**src/hw/bus_panel_config.svh**
```systemverilog
`ifndef BUS_PANEL_CONFIG_SVH
`define BUS_PANEL_CONFIG_SVH

// bus geometry
`define DATA_WIDTH      16
`define MASTER_COUNT    2
`define SLAVE_COUNT     3
`define ADDR_WIDTH      12
`define SLAVE_ID_WIDTH  2   // zero selects no slave

// slave depths in words
`define SLAVE1_DEPTH    4096
`define SLAVE2_DEPTH    4096
`define SLAVE3_DEPTH    2048

// externally entered values per master
`define BANK_DEPTH      16

// configuration stream and start scheduling
`define SLOT_CYCLES     2
`define START_DELAY     0   // cycles between staggered start pulses
`define FIRST_MASTER    0   // starts first when START_DELAY is not zero

`endif

```
**src/hw/bus_panel_pkg.sv**
```systemverilog
`include "bus_panel_config.svh"

package bus_panel_pkg;

    // front panel phases, walked by the step key
    typedef enum logic [3:0] {
        pick_slave,
        pick_rw,
        pick_ext,
        ext_write_m0,
        ext_write_m1,
        ext_write_both,   // fills master 0, then moves on to master 1
        first_addr_m0,
        first_addr_m1,
        count_m0,
        count_m1,
        configure,
        com_ready,
        communicating,
        com_done
    } panel_state_e;

    typedef enum logic [1:0] {
        step_first,
        step_middle,
        step_last,
        step_done
    } config_step_e;

    typedef struct packed {
        logic                         start;
        logic                         eoc;
        logic                         burst;
        logic                         rd_wr;
        logic                         in_ex;
        logic [`SLAVE_ID_WIDTH-1:0]   slave_id;
        logic [`ADDR_WIDTH-1:0]       address;
        logic [`ADDR_WIDTH-1:0]       last_addr;
        logic [`DATA_WIDTH-1:0]       data;
    } master_cmd_t;

    typedef struct packed {
        logic [`SLAVE_ID_WIDTH-1:0]   slave_id;
        logic                         rd_wr;
        logic                         in_ex;
    } master_setup_t;

    typedef struct packed {
        logic idle;
        logic ready;
        logic busy;
        logic done;
    } panel_status_t;

endpackage

```
**src/hw/panel_fsm.sv**
```systemverilog
`timescale 1ns/1ps
`include "bus_panel_config.svh"

module panel_fsm (
    input  logic                                              clk,
    input  logic                                              rstN,
    input  logic                                              step_n,
    input  logic [17:0]                                       sw,
    input  logic                                              config_done,
    input  logic [`MASTER_COUNT-1:0]                          done,
    output bus_panel_pkg::panel_state_e                       state,
    output bus_panel_pkg::master_setup_t [`MASTER_COUNT-1:0]  setup,
    output logic [`MASTER_COUNT-1:0]                          eoc,
    output bus_panel_pkg::panel_status_t                      status
);

    bus_panel_pkg::panel_state_e next_state;
    logic                        step;
    logic                        no_ids;
    logic [`MASTER_COUNT-1:0]    no_slave;
    logic                        com_finished;

    assign step   = ~step_n;
    assign no_ids = (sw[`MASTER_COUNT*`SLAVE_ID_WIDTH-1:0] == '0);

    always_comb begin
        for (int m = 0; m < `MASTER_COUNT; m++) begin
            no_slave[m] = (setup[m].slave_id == '0);
        end
    end

    // a master without a slave never reports done, so it counts as finished
    assign com_finished = &(done | no_slave);

    always_comb begin
        next_state = state;
        case (state)
            bus_panel_pkg::pick_slave: begin
                if (step) begin
                    next_state = no_ids ? bus_panel_pkg::com_done : bus_panel_pkg::pick_rw;
                end
            end
            bus_panel_pkg::pick_rw: begin
                if (step) next_state = bus_panel_pkg::pick_ext;
            end
            bus_panel_pkg::pick_ext: begin
                if (step) begin
                    case (sw[1:0])
                        2'b01:   next_state = bus_panel_pkg::ext_write_m0;
                        2'b10:   next_state = bus_panel_pkg::ext_write_m1;
                        2'b11:   next_state = bus_panel_pkg::ext_write_both;
                        default: next_state = bus_panel_pkg::first_addr_m0;
                    endcase
                end
            end
            bus_panel_pkg::ext_write_m0,
            bus_panel_pkg::ext_write_m1: begin
                if (step) next_state = bus_panel_pkg::first_addr_m0;
            end
            bus_panel_pkg::ext_write_both: begin
                if (step) next_state = bus_panel_pkg::ext_write_m1;
            end
            bus_panel_pkg::first_addr_m0: begin
                if (step) next_state = bus_panel_pkg::first_addr_m1;
            end
            bus_panel_pkg::first_addr_m1: begin
                if (step) next_state = bus_panel_pkg::count_m0;
            end
            bus_panel_pkg::count_m0: begin
                if (step) next_state = bus_panel_pkg::count_m1;
            end
            bus_panel_pkg::count_m1: begin
                if (step) next_state = bus_panel_pkg::configure;
            end
            bus_panel_pkg::configure: begin
                if (config_done) next_state = bus_panel_pkg::com_ready;
            end
            bus_panel_pkg::com_ready: begin
                if (step) next_state = bus_panel_pkg::communicating;
            end
            bus_panel_pkg::communicating: begin
                if (com_finished) next_state = bus_panel_pkg::com_done;
            end
            bus_panel_pkg::com_done: next_state = bus_panel_pkg::com_done;   // held until reset
            default: next_state = bus_panel_pkg::pick_slave;
        endcase
    end

    always_ff @(posedge clk or negedge rstN) begin
        if (!rstN) begin
            state <= bus_panel_pkg::pick_slave;
            setup <= '0;
            eoc   <= '0;
        end else begin
            state <= next_state;
            if (step) begin
                for (int m = 0; m < `MASTER_COUNT; m++) begin
                    case (state)
                        bus_panel_pkg::pick_slave:
                            setup[m].slave_id <= sw[m*`SLAVE_ID_WIDTH +: `SLAVE_ID_WIDTH];
                        bus_panel_pkg::pick_rw:  setup[m].rd_wr <= sw[m];
                        bus_panel_pkg::pick_ext: setup[m].in_ex <= sw[m];
                        default: ;
                    endcase
                end
            end
            // nothing selected, masters skip straight to their end state
            if (state == bus_panel_pkg::pick_slave && step && no_ids) begin
                eoc <= '1;
            end
        end
    end

    assign status.idle  = (state == bus_panel_pkg::pick_slave);
    assign status.ready = (state == bus_panel_pkg::com_ready);
    assign status.busy  = (state == bus_panel_pkg::communicating);
    assign status.done  = (state == bus_panel_pkg::com_done);

endmodule

```
**src/hw/write_bank.sv**
```systemverilog
`timescale 1ns/1ps
`include "bus_panel_config.svh"

module write_bank (
    input  logic                                            clk,
    input  logic                                            rstN,
    input  bus_panel_pkg::panel_state_e                     state,
    input  logic                                            next_addr_n,
    input  logic                                            step_n,
    input  logic [`DATA_WIDTH-1:0]                          sw_data,
    input  logic                                            rd_master,
    input  logic [$clog2(`BANK_DEPTH)-1:0]                  rd_index,
    output logic [`DATA_WIDTH-1:0]                          rd_data,
    output logic [`MASTER_COUNT-1:0][$clog2(`BANK_DEPTH):0] count,
    output logic [`MASTER_COUNT-1:0]                        burst
);

    localparam int IW = $clog2(`BANK_DEPTH);

    logic [`DATA_WIDTH-1:0] mem [`MASTER_COUNT][`BANK_DEPTH];
    logic [IW-1:0]          ptr;       // shared by both masters
    logic                   in_write;
    logic                   target;    // master being filled
    logic                   wr_en;

    assign in_write = (state == bus_panel_pkg::ext_write_m0)
                   || (state == bus_panel_pkg::ext_write_m1)
                   || (state == bus_panel_pkg::ext_write_both);
    assign target   = (state == bus_panel_pkg::ext_write_m1);

    // step wins over a simultaneous next press, a full bank ignores presses
    assign wr_en = in_write && step_n && !next_addr_n && (count[target] < `BANK_DEPTH);

    always_ff @(posedge clk or negedge rstN) begin
        if (!rstN) begin
            ptr   <= '0;
            count <= '0;
            burst <= '0;
        end else if (in_write && !step_n) begin
            ptr <= '0;   // next master starts at the bottom
        end else if (wr_en) begin
            ptr           <= ptr + 1'b1;
            count[target] <= count[target] + 1'b1;
            burst[target] <= 1'b1;
        end
    end

    always_ff @(posedge clk) begin
        if (wr_en) mem[target][ptr] <= sw_data;
    end

    assign rd_data = mem[rd_master][rd_index];

endmodule

```
**src/hw/addr_range.sv**
```systemverilog
`timescale 1ns/1ps
`include "bus_panel_config.svh"

module addr_range (
    input  logic                                              clk,
    input  logic                                              rstN,
    input  bus_panel_pkg::panel_state_e                       state,
    input  logic [`ADDR_WIDTH-1:0]                            sw_addr,
    input  bus_panel_pkg::master_setup_t [`MASTER_COUNT-1:0]  setup,
    output logic [`MASTER_COUNT-1:0][`ADDR_WIDTH-1:0]         first_addr,
    output logic [`MASTER_COUNT-1:0][`ADDR_WIDTH-1:0]         last_addr
);

    localparam int SUM_W = `ADDR_WIDTH + 1;   // one spare bit for the overrun

    logic [`MASTER_COUNT-1:0][SUM_W-1:0]       depth;
    logic [`MASTER_COUNT-1:0][SUM_W-1:0]       sum;
    logic [`MASTER_COUNT-1:0][`ADDR_WIDTH-1:0] clamped;

    always_comb begin
        for (int m = 0; m < `MASTER_COUNT; m++) begin
            case (setup[m].slave_id)
                2'd1:    depth[m] = SUM_W'(`SLAVE1_DEPTH);
                2'd2:    depth[m] = SUM_W'(`SLAVE2_DEPTH);
                2'd3:    depth[m] = SUM_W'(`SLAVE3_DEPTH);
                default: depth[m] = SUM_W'(2 ** `ADDR_WIDTH);   // no slave, full master range
            endcase
            sum[m]     = {1'b0, first_addr[m]} + {1'b0, sw_addr};
            clamped[m] = (sum[m] >= depth[m]) ? depth[m][`ADDR_WIDTH-1:0]
                                              : sum[m][`ADDR_WIDTH-1:0];
        end
    end

    // values follow sw while in the state, so the step edge leaves the last one
    always_ff @(posedge clk or negedge rstN) begin
        if (!rstN) begin
            first_addr <= '0;
            last_addr  <= '0;
        end else begin
            if (state == bus_panel_pkg::first_addr_m0) first_addr[0] <= sw_addr;
            if (state == bus_panel_pkg::first_addr_m1) first_addr[1] <= sw_addr;
            if (state == bus_panel_pkg::count_m0)      last_addr[0]  <= clamped[0];
            if (state == bus_panel_pkg::count_m1)      last_addr[1]  <= clamped[1];
        end
    end

endmodule

```
**src/hw/cmd_sequencer.sv**
```systemverilog
`timescale 1ns/1ps
`include "bus_panel_config.svh"

module cmd_sequencer (
    input  logic                                              clk,
    input  logic                                              rstN,
    input  bus_panel_pkg::panel_state_e                       state,
    input  logic                                              step_n,
    input  bus_panel_pkg::master_setup_t [`MASTER_COUNT-1:0]  setup,
    input  logic [`MASTER_COUNT-1:0][$clog2(`BANK_DEPTH):0]   count,
    input  logic [`MASTER_COUNT-1:0][`ADDR_WIDTH-1:0]         first_addr,
    input  logic [`ADDR_WIDTH-1:0]                            sw_addr,
    output logic                                              rd_master,
    output logic [$clog2(`BANK_DEPTH)-1:0]                    rd_index,
    input  logic [`DATA_WIDTH-1:0]                            rd_data,
    output logic [`MASTER_COUNT-1:0]                          start,
    output logic [`MASTER_COUNT-1:0][`ADDR_WIDTH-1:0]         address,
    output logic [`MASTER_COUNT-1:0][`DATA_WIDTH-1:0]         data,
    output logic                                              config_done
);

    localparam int IW      = $clog2(`BANK_DEPTH);
    localparam int CW      = IW + 1;
    localparam int SLOT_W  = (`SLOT_CYCLES > 1) ? $clog2(`SLOT_CYCLES) : 1;
    localparam int DELAY_W = (`START_DELAY > 0) ? $clog2(`START_DELAY + 1) : 1;
    localparam logic [`MASTER_COUNT-1:0] FIRST_MASK = `MASTER_COUNT'(1) << `FIRST_MASTER;

    bus_panel_pkg::config_step_e cstep;
    logic [SLOT_W-1:0]           slot_cnt;
    logic                        m_idx;       // master being configured
    logic [IW-1:0]               s_idx;       // slot within that master
    logic [IW-1:0]               last_slot;
    logic [CW-1:0]               n;
    logic                        slot_end;
    logic [`DATA_WIDTH-1:0]      slot_value;
    logic [DELAY_W-1:0]          delay_cnt;
    logic                        started;     // every master has had its start pulse

    assign n        = count[m_idx];
    assign slot_end = (slot_cnt == SLOT_W'(`SLOT_CYCLES - 1));

    // at least two slots, so first and last start pulses never merge
    assign last_slot = (setup[m_idx].in_ex && n > CW'(2)) ? IW'(n - CW'(1)) : IW'(1);

    assign rd_master  = m_idx;
    assign rd_index   = (CW'(s_idx) < n) ? s_idx : IW'(n - CW'(1));   // repeat the last value
    assign slot_value = (setup[m_idx].in_ex && n != '0) ? rd_data : '0;

    always_ff @(posedge clk or negedge rstN) begin
        if (!rstN) begin
            cstep       <= bus_panel_pkg::step_first;
            slot_cnt    <= '0;
            m_idx       <= 1'b0;
            s_idx       <= '0;
            config_done <= 1'b0;
        end else if (state != bus_panel_pkg::configure) begin
            cstep       <= bus_panel_pkg::step_first;
            slot_cnt    <= '0;
            m_idx       <= 1'b0;
            s_idx       <= '0;
            config_done <= 1'b0;
        end else begin
            config_done <= 1'b0;
            if (cstep != bus_panel_pkg::step_done) begin
                slot_cnt <= slot_end ? '0 : slot_cnt + 1'b1;
            end
            if (slot_end) begin
                case (cstep)
                    bus_panel_pkg::step_first,
                    bus_panel_pkg::step_middle: begin
                        s_idx <= s_idx + 1'b1;
                        cstep <= (s_idx + 1'b1 == last_slot) ? bus_panel_pkg::step_last
                                                             : bus_panel_pkg::step_middle;
                    end
                    bus_panel_pkg::step_last: begin
                        s_idx <= '0;
                        if (m_idx == 1'(`MASTER_COUNT - 1)) begin
                            cstep       <= bus_panel_pkg::step_done;
                            config_done <= 1'b1;
                        end else begin
                            m_idx <= m_idx + 1'b1;
                            cstep <= bus_panel_pkg::step_first;
                        end
                    end
                    default: ;
                endcase
            end
        end
    end

    // command outputs lag the slot counters by one cycle
    always_ff @(posedge clk or negedge rstN) begin
        if (!rstN) begin
            start     <= '0;
            address   <= '0;
            data      <= '0;
            delay_cnt <= '0;
            started   <= 1'b0;
        end else begin
            start <= '0;
            case (state)
                bus_panel_pkg::configure: begin
                    if (cstep != bus_panel_pkg::step_done) begin
                        start[m_idx]   <= (slot_cnt == '0)
                                       && (cstep == bus_panel_pkg::step_first
                                           || cstep == bus_panel_pkg::step_last);
                        address[m_idx] <= first_addr[m_idx];
                        data[m_idx]    <= slot_value;
                    end
                end
                bus_panel_pkg::com_ready: begin
                    if (!step_n) begin
                        if (`START_DELAY == 0) begin
                            start   <= '1;   // all masters together
                            started <= 1'b1;
                        end else begin
                            start <= FIRST_MASK;
                        end
                    end
                end
                bus_panel_pkg::communicating: begin
                    if (!started) begin
                        delay_cnt <= delay_cnt + 1'b1;
                        if (delay_cnt == DELAY_W'(`START_DELAY)) begin
                            start   <= ~FIRST_MASK;
                            started <= 1'b1;
                        end
                    end
                end
                bus_panel_pkg::com_done: begin
                    for (int m = 0; m < `MASTER_COUNT; m++) begin
                        address[m] <= sw_addr;   // read-back address from the switches
                    end
                end
                default: ;
            endcase
        end
    end

endmodule

```
**src/hw/bus_panel_top.sv**
```systemverilog
`timescale 1ns/1ps
`include "bus_panel_config.svh"

module bus_panel_top (
    input  logic                                            clk,
    input  logic                                            rstN,
    input  logic [17:0]                                     sw,
    input  logic                                            step_n,
    input  logic                                            next_addr_n,
    input  logic [`MASTER_COUNT-1:0]                        done,
    output bus_panel_pkg::master_cmd_t [`MASTER_COUNT-1:0]  cmd,
    output bus_panel_pkg::panel_status_t                    status
);

    bus_panel_pkg::panel_state_e                      state;
    bus_panel_pkg::master_setup_t [`MASTER_COUNT-1:0] setup;
    logic                                             config_done;
    logic [`MASTER_COUNT-1:0]                         eoc;
    logic [`MASTER_COUNT-1:0]                         start;
    logic [`MASTER_COUNT-1:0]                         burst;
    logic [`MASTER_COUNT-1:0][$clog2(`BANK_DEPTH):0]  count;
    logic [`MASTER_COUNT-1:0][`ADDR_WIDTH-1:0]        first_addr;
    logic [`MASTER_COUNT-1:0][`ADDR_WIDTH-1:0]        last_addr;
    logic [`MASTER_COUNT-1:0][`ADDR_WIDTH-1:0]        address;
    logic [`MASTER_COUNT-1:0][`DATA_WIDTH-1:0]        data;
    logic                                             rd_master;
    logic [$clog2(`BANK_DEPTH)-1:0]                   rd_index;
    logic [`DATA_WIDTH-1:0]                           rd_data;

    panel_fsm u_fsm (
        .clk, .rstN, .step_n, .sw, .config_done, .done,
        .state, .setup, .eoc, .status
    );

    write_bank u_bank (
        .clk, .rstN, .state, .next_addr_n, .step_n,
        .sw_data (sw[`DATA_WIDTH-1:0]),
        .rd_master, .rd_index, .rd_data, .count, .burst
    );

    addr_range u_range (
        .clk, .rstN, .state,
        .sw_addr (sw[`ADDR_WIDTH-1:0]),
        .setup, .first_addr, .last_addr
    );

    cmd_sequencer u_seq (
        .clk, .rstN, .state, .step_n, .setup, .count, .first_addr,
        .sw_addr (sw[`ADDR_WIDTH-1:0]),
        .rd_master, .rd_index, .rd_data, .start, .address, .data, .config_done
    );

    always_comb begin
        for (int m = 0; m < `MASTER_COUNT; m++) begin
            cmd[m].start     = start[m];
            cmd[m].eoc       = eoc[m];
            cmd[m].burst     = burst[m];
            cmd[m].rd_wr     = setup[m].rd_wr;
            cmd[m].in_ex     = setup[m].in_ex;
            cmd[m].slave_id  = setup[m].slave_id;
            cmd[m].address   = address[m];
            cmd[m].last_addr = last_addr[m];
            cmd[m].data      = data[m];
        end
    end

endmodule

```
**config.mk**
```make
export PLATFORM = sky130hd
export DESIGN_NAME = bus_panel_top
export DESIGN_NICKNAME = d
export VERILOG_FILES = /design/src/hw/bus_panel_pkg.sv /design/src/hw/panel_fsm.sv /design/src/hw/write_bank.sv /design/src/hw/addr_range.sv /design/src/hw/cmd_sequencer.sv /design/src/hw/bus_panel_top.sv
export VERILOG_INCLUDE_DIRS = /design/src /design/src/hw
export SDC_FILE = /design/constraint.sdc
export NUM_CORES = 1
export LEC_CHECK = 0
export BUFFER_PORTS_ARGS = -buffer_cell sky130_fd_sc_hd__buf_2
export CAP_MARGIN = 0
export CORE_MARGIN = 2
export CORE_UTILIZATION = 45
export CTS_CLUSTER_DIAMETER = 120
export DETAILED_ROUTE_END_ITERATION = 16
export GPL_TIMING_DRIVEN = 0
export PLACE_DENSITY = 0.65
export SLEW_MARGIN = 25
export SYNTH_ARGS = -nofsm -noshare
export SYNTH_HDL_FRONTEND = slang
export SYNTH_SLANG_ARGS = --single-unit
```
**constraint.sdc**
```tcl
create_clock -name clk -period 4.24 [get_ports clk]
set_input_delay 0.212 -clock clk [delete_from_list [all_inputs] [get_ports clk]]
set_output_delay 0.212 -clock clk [all_outputs]
set_load 0.02 [all_outputs]
```
Yosys cells after proc, flatten, opt, wreduce, memory -nomap -nowiden. Memories as Yosys holds them, arrays and structs flattened. Cells that the tools add are included.

Register bits after elaboration: 146. Latch bits: 0. RAM bits: 512. Memory bits (read-only): 0. Input port bits: 24. Output and inout bits: 98. Logic and storage cells: 221. Memories kept: 1.

$add $sub $neg: 9. $mul: 0. Div/mod/pow operators: 0. Magnitude comparators: 12. Equality and inequality tests: 36. Shifts and indexed selects: 0. Mux-type cells: 82. Bitwise gates (word level): 9. Reduce and logical (&&, ||, !) cells: 44.

Memories: u_bank.mem (depth 2, bits a word 256, read ports 1, clocked after Yosys merged registers in 0, wr ports 1, line write_bank.sv:20) `` logic [`DATA_WIDTH-1:0] mem [`MASTER_COUNT][`BANK_DEPTH]; ``.

Operators by type and width (count): $mux 256 (1); $mux 16 (5); $mux 4 (19); $bmux 16 s4 (1); $demux 16 s4 (1); $mux 12 (5); $pmux 4 s13 (1); $pmux 24 s2 (1); $bwmux 32 (1); $add 12x12->13 (2); $ge 13x13->1 (2); $mux 13 (2); $mux 5 (5); $bwmux 24 (1); $eq 4x4->1 const B (6); $mux 24 (1); $ne 2x2->1 const B (11); $reduce_and 2->1 (11); $mux 1 (19); $demux 16 s1 (1); $eq 4x3->1 const B (4); $mux 2 (8); $demux 12 s1 (1); $logic_and 1x1->1 (12); 39 further kinds (71).

Logic depth before layout (Yosys ltp).
Depth after elaboration: 10. Gate-level depth with buffers: 20. Gate-level depth less buffers: 20.

Hierarchy. From an unflattened synthesis, not the netlist that was laid out.

Cell total of the unflattened synthesis: 1909. Area, all modules: 27914.3 µm².

Modules (own cells, without submodules): write_bank (instances 1, cells an instance 1202, area each 20782.4 µm², sequential area each 15775.1 µm²); cmd_sequencer (instances 1, cells an instance 342, area each 3285.7 µm², sequential area each 1726.7 µm²); addr_range (instances 1, cells an instance 290, area each 3054.2 µm², sequential area each 1201.2 µm²); panel_fsm (instances 1, cells an instance 75, area each 792.0 µm², sequential area each 325.3 µm²).

Worst setup path before layout. Ideal clock, no wire load.

Kind: register to register. Start: reg u_range.first_addr[0] in the netlist's numbering. End: reg u_range.last_addr[11] in the netlist's numbering. Setup time: 0.083 ns. Arrival time: 3.555 ns. Required time: 4.157 ns. Path slack: 0.603 ns. Stages on the path, launching flop included: 19. Buffers on the path: 0. Clock period less this slack: 3.637 ns. Cell sequence: dfrtp_1 > ha_1 > inv_1 > fa_1 > nor2b_1 > o21ai_0 > a21boi_0 > o221a_2 > o41ai_1 > o21bai_1 > a21o_1 > ha_1 > and4b_1 > o2111ai_1 > nor2_1 > o221ai_1 > o41ai_1 > mux2_2 > o21ai_0.

Longest elaborated chain between the ends: 3.

Ends and longest elaborated chain: start: declaration (line addr_range.sv:10) `` output logic [`MASTER_COUNT-1:0][`ADDR_WIDTH-1:0] first_addr, ``; $add 12x12->13 (*) (line addr_range.sv:28) `sum[m] = {1'b0, first_addr[m]} + {1'b0, sw_addr};`; $ge 13x13->1 (line addr_range.sv:29) `` clamped[m] = (sum[m] >= depth[m]) ? depth[m][`ADDR_WIDTH-1:0] ``; $mux 12 (*) (line addr_range.sv:29); end: declaration (line addr_range.sv:11) `` output logic [`MASTER_COUNT-1:0][`ADDR_WIDTH-1:0] last_addr ``.

Every way passes the cells marked *; elsewhere a longest branch is shown, timed or not. A chain may end at the register's enable or synchronous reset.

Worst setup path in the final report.
Start: reg u_seq.m_idx (netlist: u_seq.rd_master). End: reg u_seq.data[1] in the netlist's numbering.

Longest elaborated chain between the ends: 10. Elaborated cells on any way between the ends: 21. Those cells by class: 1 x add/sub; 3 x order compare; 12 x mux; 1 x bitwise; 3 x reduce/logical; 1 x memory.

Ends and longest elaborated chain: start: declaration (line cmd_sequencer.sv:30) `logic m_idx;`; start signal: assignment (line cmd_sequencer.sv:81) `m_idx <= m_idx + 1'b1;`; $mux 5 (implied by the code) (2 in a row) (line cmd_sequencer.sv:39) `assign n = count[m_idx];`; $sub 4x1->4 or $lt 4x5->1 (tied branches) (line cmd_sequencer.sv:46) `assign rd_index = (CW'(s_idx) < n) ? s_idx : IW'(n - CW'(1));`; $mux 4 (line cmd_sequencer.sv:46); $not 4->5 (implied by the code) (line write_bank.sv:52) `assign rd_data = mem[rd_master][rd_index];`; $bmux 16 s4 (line write_bank.sv:52); $mux 16 (implied by the code) (2 in a row) (line write_bank.sv:52); $mux 16 (line cmd_sequencer.sv:47) `assign slot_value = (setup[m_idx].in_ex && n != '0) ? rd_data : '0;`; $bwmux 32 (*) (line cmd_sequencer.sv:108) `data[m_idx] <= slot_value;`; end signal: indexed assignment (line cmd_sequencer.sv:108); end: declaration (line cmd_sequencer.sv:18) `` output logic [`MASTER_COUNT-1:0][`DATA_WIDTH-1:0] data, ``.

Every way passes the cells marked *; elsewhere a longest branch is shown, timed or not. The select of a mux whose other input is x is not followed.

==> summary.txt <==
Timing
  • Max Fclk: 242 MHz
  • Actual slew at the worst max-slew pin: 1.07 ns
  • Slew headroom: 28.6%
  • Unrepaired setup endpoints after global routing: yes
  • Clock skew: approximately 0.026 ns
  • Crit path time final: 4.13 ns
  • Setup-failing EPs final: 0
  • Final TNS setup: 0 ns
  • Crit share post-route: between 90 and 100%
  • Slew Limit Fails: 0
  • Final hold vios: 0

Final layout
  • ANT cells: 0
  • Fin area: 32500 µm²
  • Area Overhead vs Synth: 16.9%
  • Most frequent cells in the layout: edfxtp_1 (512), nand2_1 (340), dfrtp_1 (146)
  • NumNets Final: about 2300
  • Layout cells sized above 1: 21.1%
  • Most common cell after layout, fill and taps aside: edfxtp_1

Yosys
  • Post-synth EDFFs: approximately 500
  • Avg Cell Area, Syn: 14.0 µm²
  • Leading area contributor after synthesis: edfxtp_1
  • Ys async rst share: between 20% and 30%
  • Syn Inst Count: 1989
  • YS warnings: 0
  • Post-Syn Area: 27800 µm²
  • Ys flop type: edfxtp_1
  • Post-synthesis sequential area ratio: 68.4%
  • Seq cells post-synth: between 600 and 700
  • Area contributors post-synth: edfxtp_1 (55%), dfrtp_1 (13%), nand2_1 (4.6%)
  • Syn nets: roughly 2000
  • Unique masters post-synth: 75
  • Yosys top cell area share: 55.2%

Critical path
  • Max FO, Critical Path: 10
  • Type of origin of the critical path: flop
  • CP arrival: 4.59 ns
  • Critical path class: flop to flop
  • Capturing element type of the critical path: flop
  • Crit-path most repeated cell: buf_6
  • Worst path required time: 4.70 ns
  • Slowest CP cell: nor4_4
  • CP max stage delay: ~0.42 ns
  • CP Cell Sequence: buf_6 -> buf_6 -> mux2i_4 -> ha_2 -> nor2_1 -> a211oi_2 -> mux2_1 -> buf_6 -> buf_6 -> buf_4 -> clkbuf_4 -> nand2_1 -> nand3_1 -> nand2_1 -> a21oi_1 -> nor4_4 -> o21ai_0

Route
  • Via count: 18000
  • Initial DRC Count: 1865
  • DR WL/cell: 25.1 µm
  • WL final: between 70000 and 80000 µm
  • Routed vias/inst: just under 6
  • Final ANT Viol Nets: 0
  • Drt drc: 0
  • DRT Pass-1 Iters: 7

Hold path
  • Worst hold path class: input port to flop

Power and ir drop
  • Pint: 14.4 mW
  • PD cells: 710 nW/µm²
  • Leak: 12.0 nW
  • Peak supply drop: 0.000399 V
  • Seq pwr share: 34.4%
  • Power after layout: roughly 23 mW
  • Logic pwr share: 39.1%
  • NetSw: around 8.7 mW
  • Clock share of power: between 20% and 30%
  • Switching Share: between 30 and 40%

Global route
  • Vias in the first global route: roughly 18000
  • Grt ovf: 0
  • Initial antenna violation count: 0
  • Pin count of the biggest net entering global routing: 79
  • Gr usage total: 24.3%
  • First-pass GRT wire length: 114000 µm

Clock network
  • Htree depth: 3
  • Clock-pin slew on the worst setup and hold paths: 0.06 ns
  • CTS sink count: 658
  • CTS tree: built
  • CTS max path bufs: 3
  • TritonCTS buffer count: a little under 70
  • Root buffer cell: clkbuf_16
  • Worst-Skew Late Latency: 0.63 ns

Job
  • Max Cap Viol: 0

Floorplan
  • Core ar.: 61500 µm²
  • I/O Pins: roughly 120
  • Die Height: 253 µm
  • Row cnt: between 90 and 100
  • Die Area: approximately 64000 µm²
  • Die W: 253 µm
  • Initial Util: 45.3%

Status
  • Status: finished, final reports clean

Place
  • I/O Buffers: approximately 120
  • Hpwl dp: 50700 µm
  • Placed Area: 29800 µm²
  • Routability cong.: between 0.8 and 0.9
routing by layer:
layer / vias to the layer above / GRT usage (%) / part of all wire (%)
met5: - / 0 / 0
met4: 0 / 9.35 / 3.4
met3: 123 / 4.20 / 7.7
met2: 776 / 39.5 / 48
met1: 9144 / 32.6 / 41
li1: 7969 / - / -
registers in the layout, summed over array words and instances, names as in the netlist, 2 cells and up:
register            count
u_bank.mem            512
u_fsm.state             4
u_bank.count           10
u_range.last_addr      24
u_seq.cstep             2
u_seq.address          24
u_fsm.setup             8
u_bank.ptr              4
u_seq.start             2
u_range.first_addr     24
u_seq.s_idx             4
u_seq.data             32
u_bank.burst            2
per-stage QoR:
| stage | util, % | worst slack [ns] | instances | hold WS (ns) |
|---|---|---|---|---|
| 2_1_floorplan | - | 0.603 | 1989 | -0.0836 |
| 3_3_place_gp | 47.9 | -0.797 | 2898 | 0.451 |
| 3_5_place_dp | 48.4 | -0.819 | 2913 | 0.221 |
| 4_1_cts | 52.5 | 0.0172 | 3040 | 0.0837 |
| 5_1_grt | 52.9 | -0.0262 | 3042 | 0.128 |
| 6_report | 52.9 | 0.112 | 3042 | 0.120 |
power by group through the flow:
stage / Combinational (mW) / Clock, mW / Sequential (mW)
after global routing: 9.72 / 6.44 / 8.01
after floorplan: 5.29 / 0 / 8.38
after global placement: 8.27 / 0 / 8.05
after detailed placement: 8.49 / 0 / 8.06
final: 9.03 / 6.12 / 7.95
after CTS: 8.75 / 6.19 / 7.94
cells in the mapped netlist, drive strengths merged, types with 5 or more instances:
cell     instances
a2111oi         10
a21boi          10
a21o             7
a21oi           88
a221o           28
a22o            25
a311oi          30
and3            31
buf             54
clkbuf          52
dfrtp          146
edfxtp         512
ha              40
inv             23
mux2            37
mux2i           91
mux4            33
nand2          340
nand2b           9
nand3           85
nand4           11
nor2            76
nor2b           16
nor3            14
nor4            18
o211ai           7
o21a            12
o21ai           66
o22ai           17
o31ai            8
or2              5
or3              6
xnor2           13
xor2            16
final cells by class:
type,instances,area (µm²)
Fill cell,5029,28900
Sequential cell,658,19000
Multi-Input combinational cell,1202,8660
Clock buffer,82,1870
Tap cell,790,988
Timing Repair Buffer,141,891
Buffer,105,596
Clock inverter,41,422
Inverter,23,86.3
critical path: cells and delay by family (launching register included):
family | cells | cell delay [ns]
buf+inv | 6 | 1.17
simple gates | 5 | 0.91
mux | 2 | 0.64
compound gates | 3 | 0.63
flops | 1 | 0.34
fa+ha+maj | 1 | 0.25
path summary, 6_finish.rpt:
check	start	to	slack (ns)	depth (start not counted)
worst max register to register	u_seq.rd_master	u_seq.data[1]	0.11	17
min in group asynchronous	rstN	u_seq.data[28]	0.15	2
max in group asynchronous	rstN	u_bank.count[0]	3.27	3
worst min register to register	u_bank.burst[1]	u_bank.burst[1]	0.46	1
worst min-delay path	sw[14]	u_bank.mem[1][78]	0.12	1
worst max-delay path	u_seq.rd_master	u_seq.data[1]	0.11	17
repair_timing:
action,in CTS,in global routing
hold endpoints to repair,70,0
setup buffers,3,1
hold buffers,2,0
setup endpoints to repair,33,234
pin swaps,4,7
resized for setup,39,39
cells by family after synthesis:
group	after synthesis	synth area share, %
AO/OA/AOI/OAI	344	8.60
multiplexers	161	7.57
flip-flops	658	68.4
buffers and inverters	129	2.39
XOR/XNOR	29	0.912
adder cells (fa/ha/maj)	42	1.94
AND/OR/NAND/NOR	626	10.2
No activity file was read; power rests on OpenSTA's default activity.
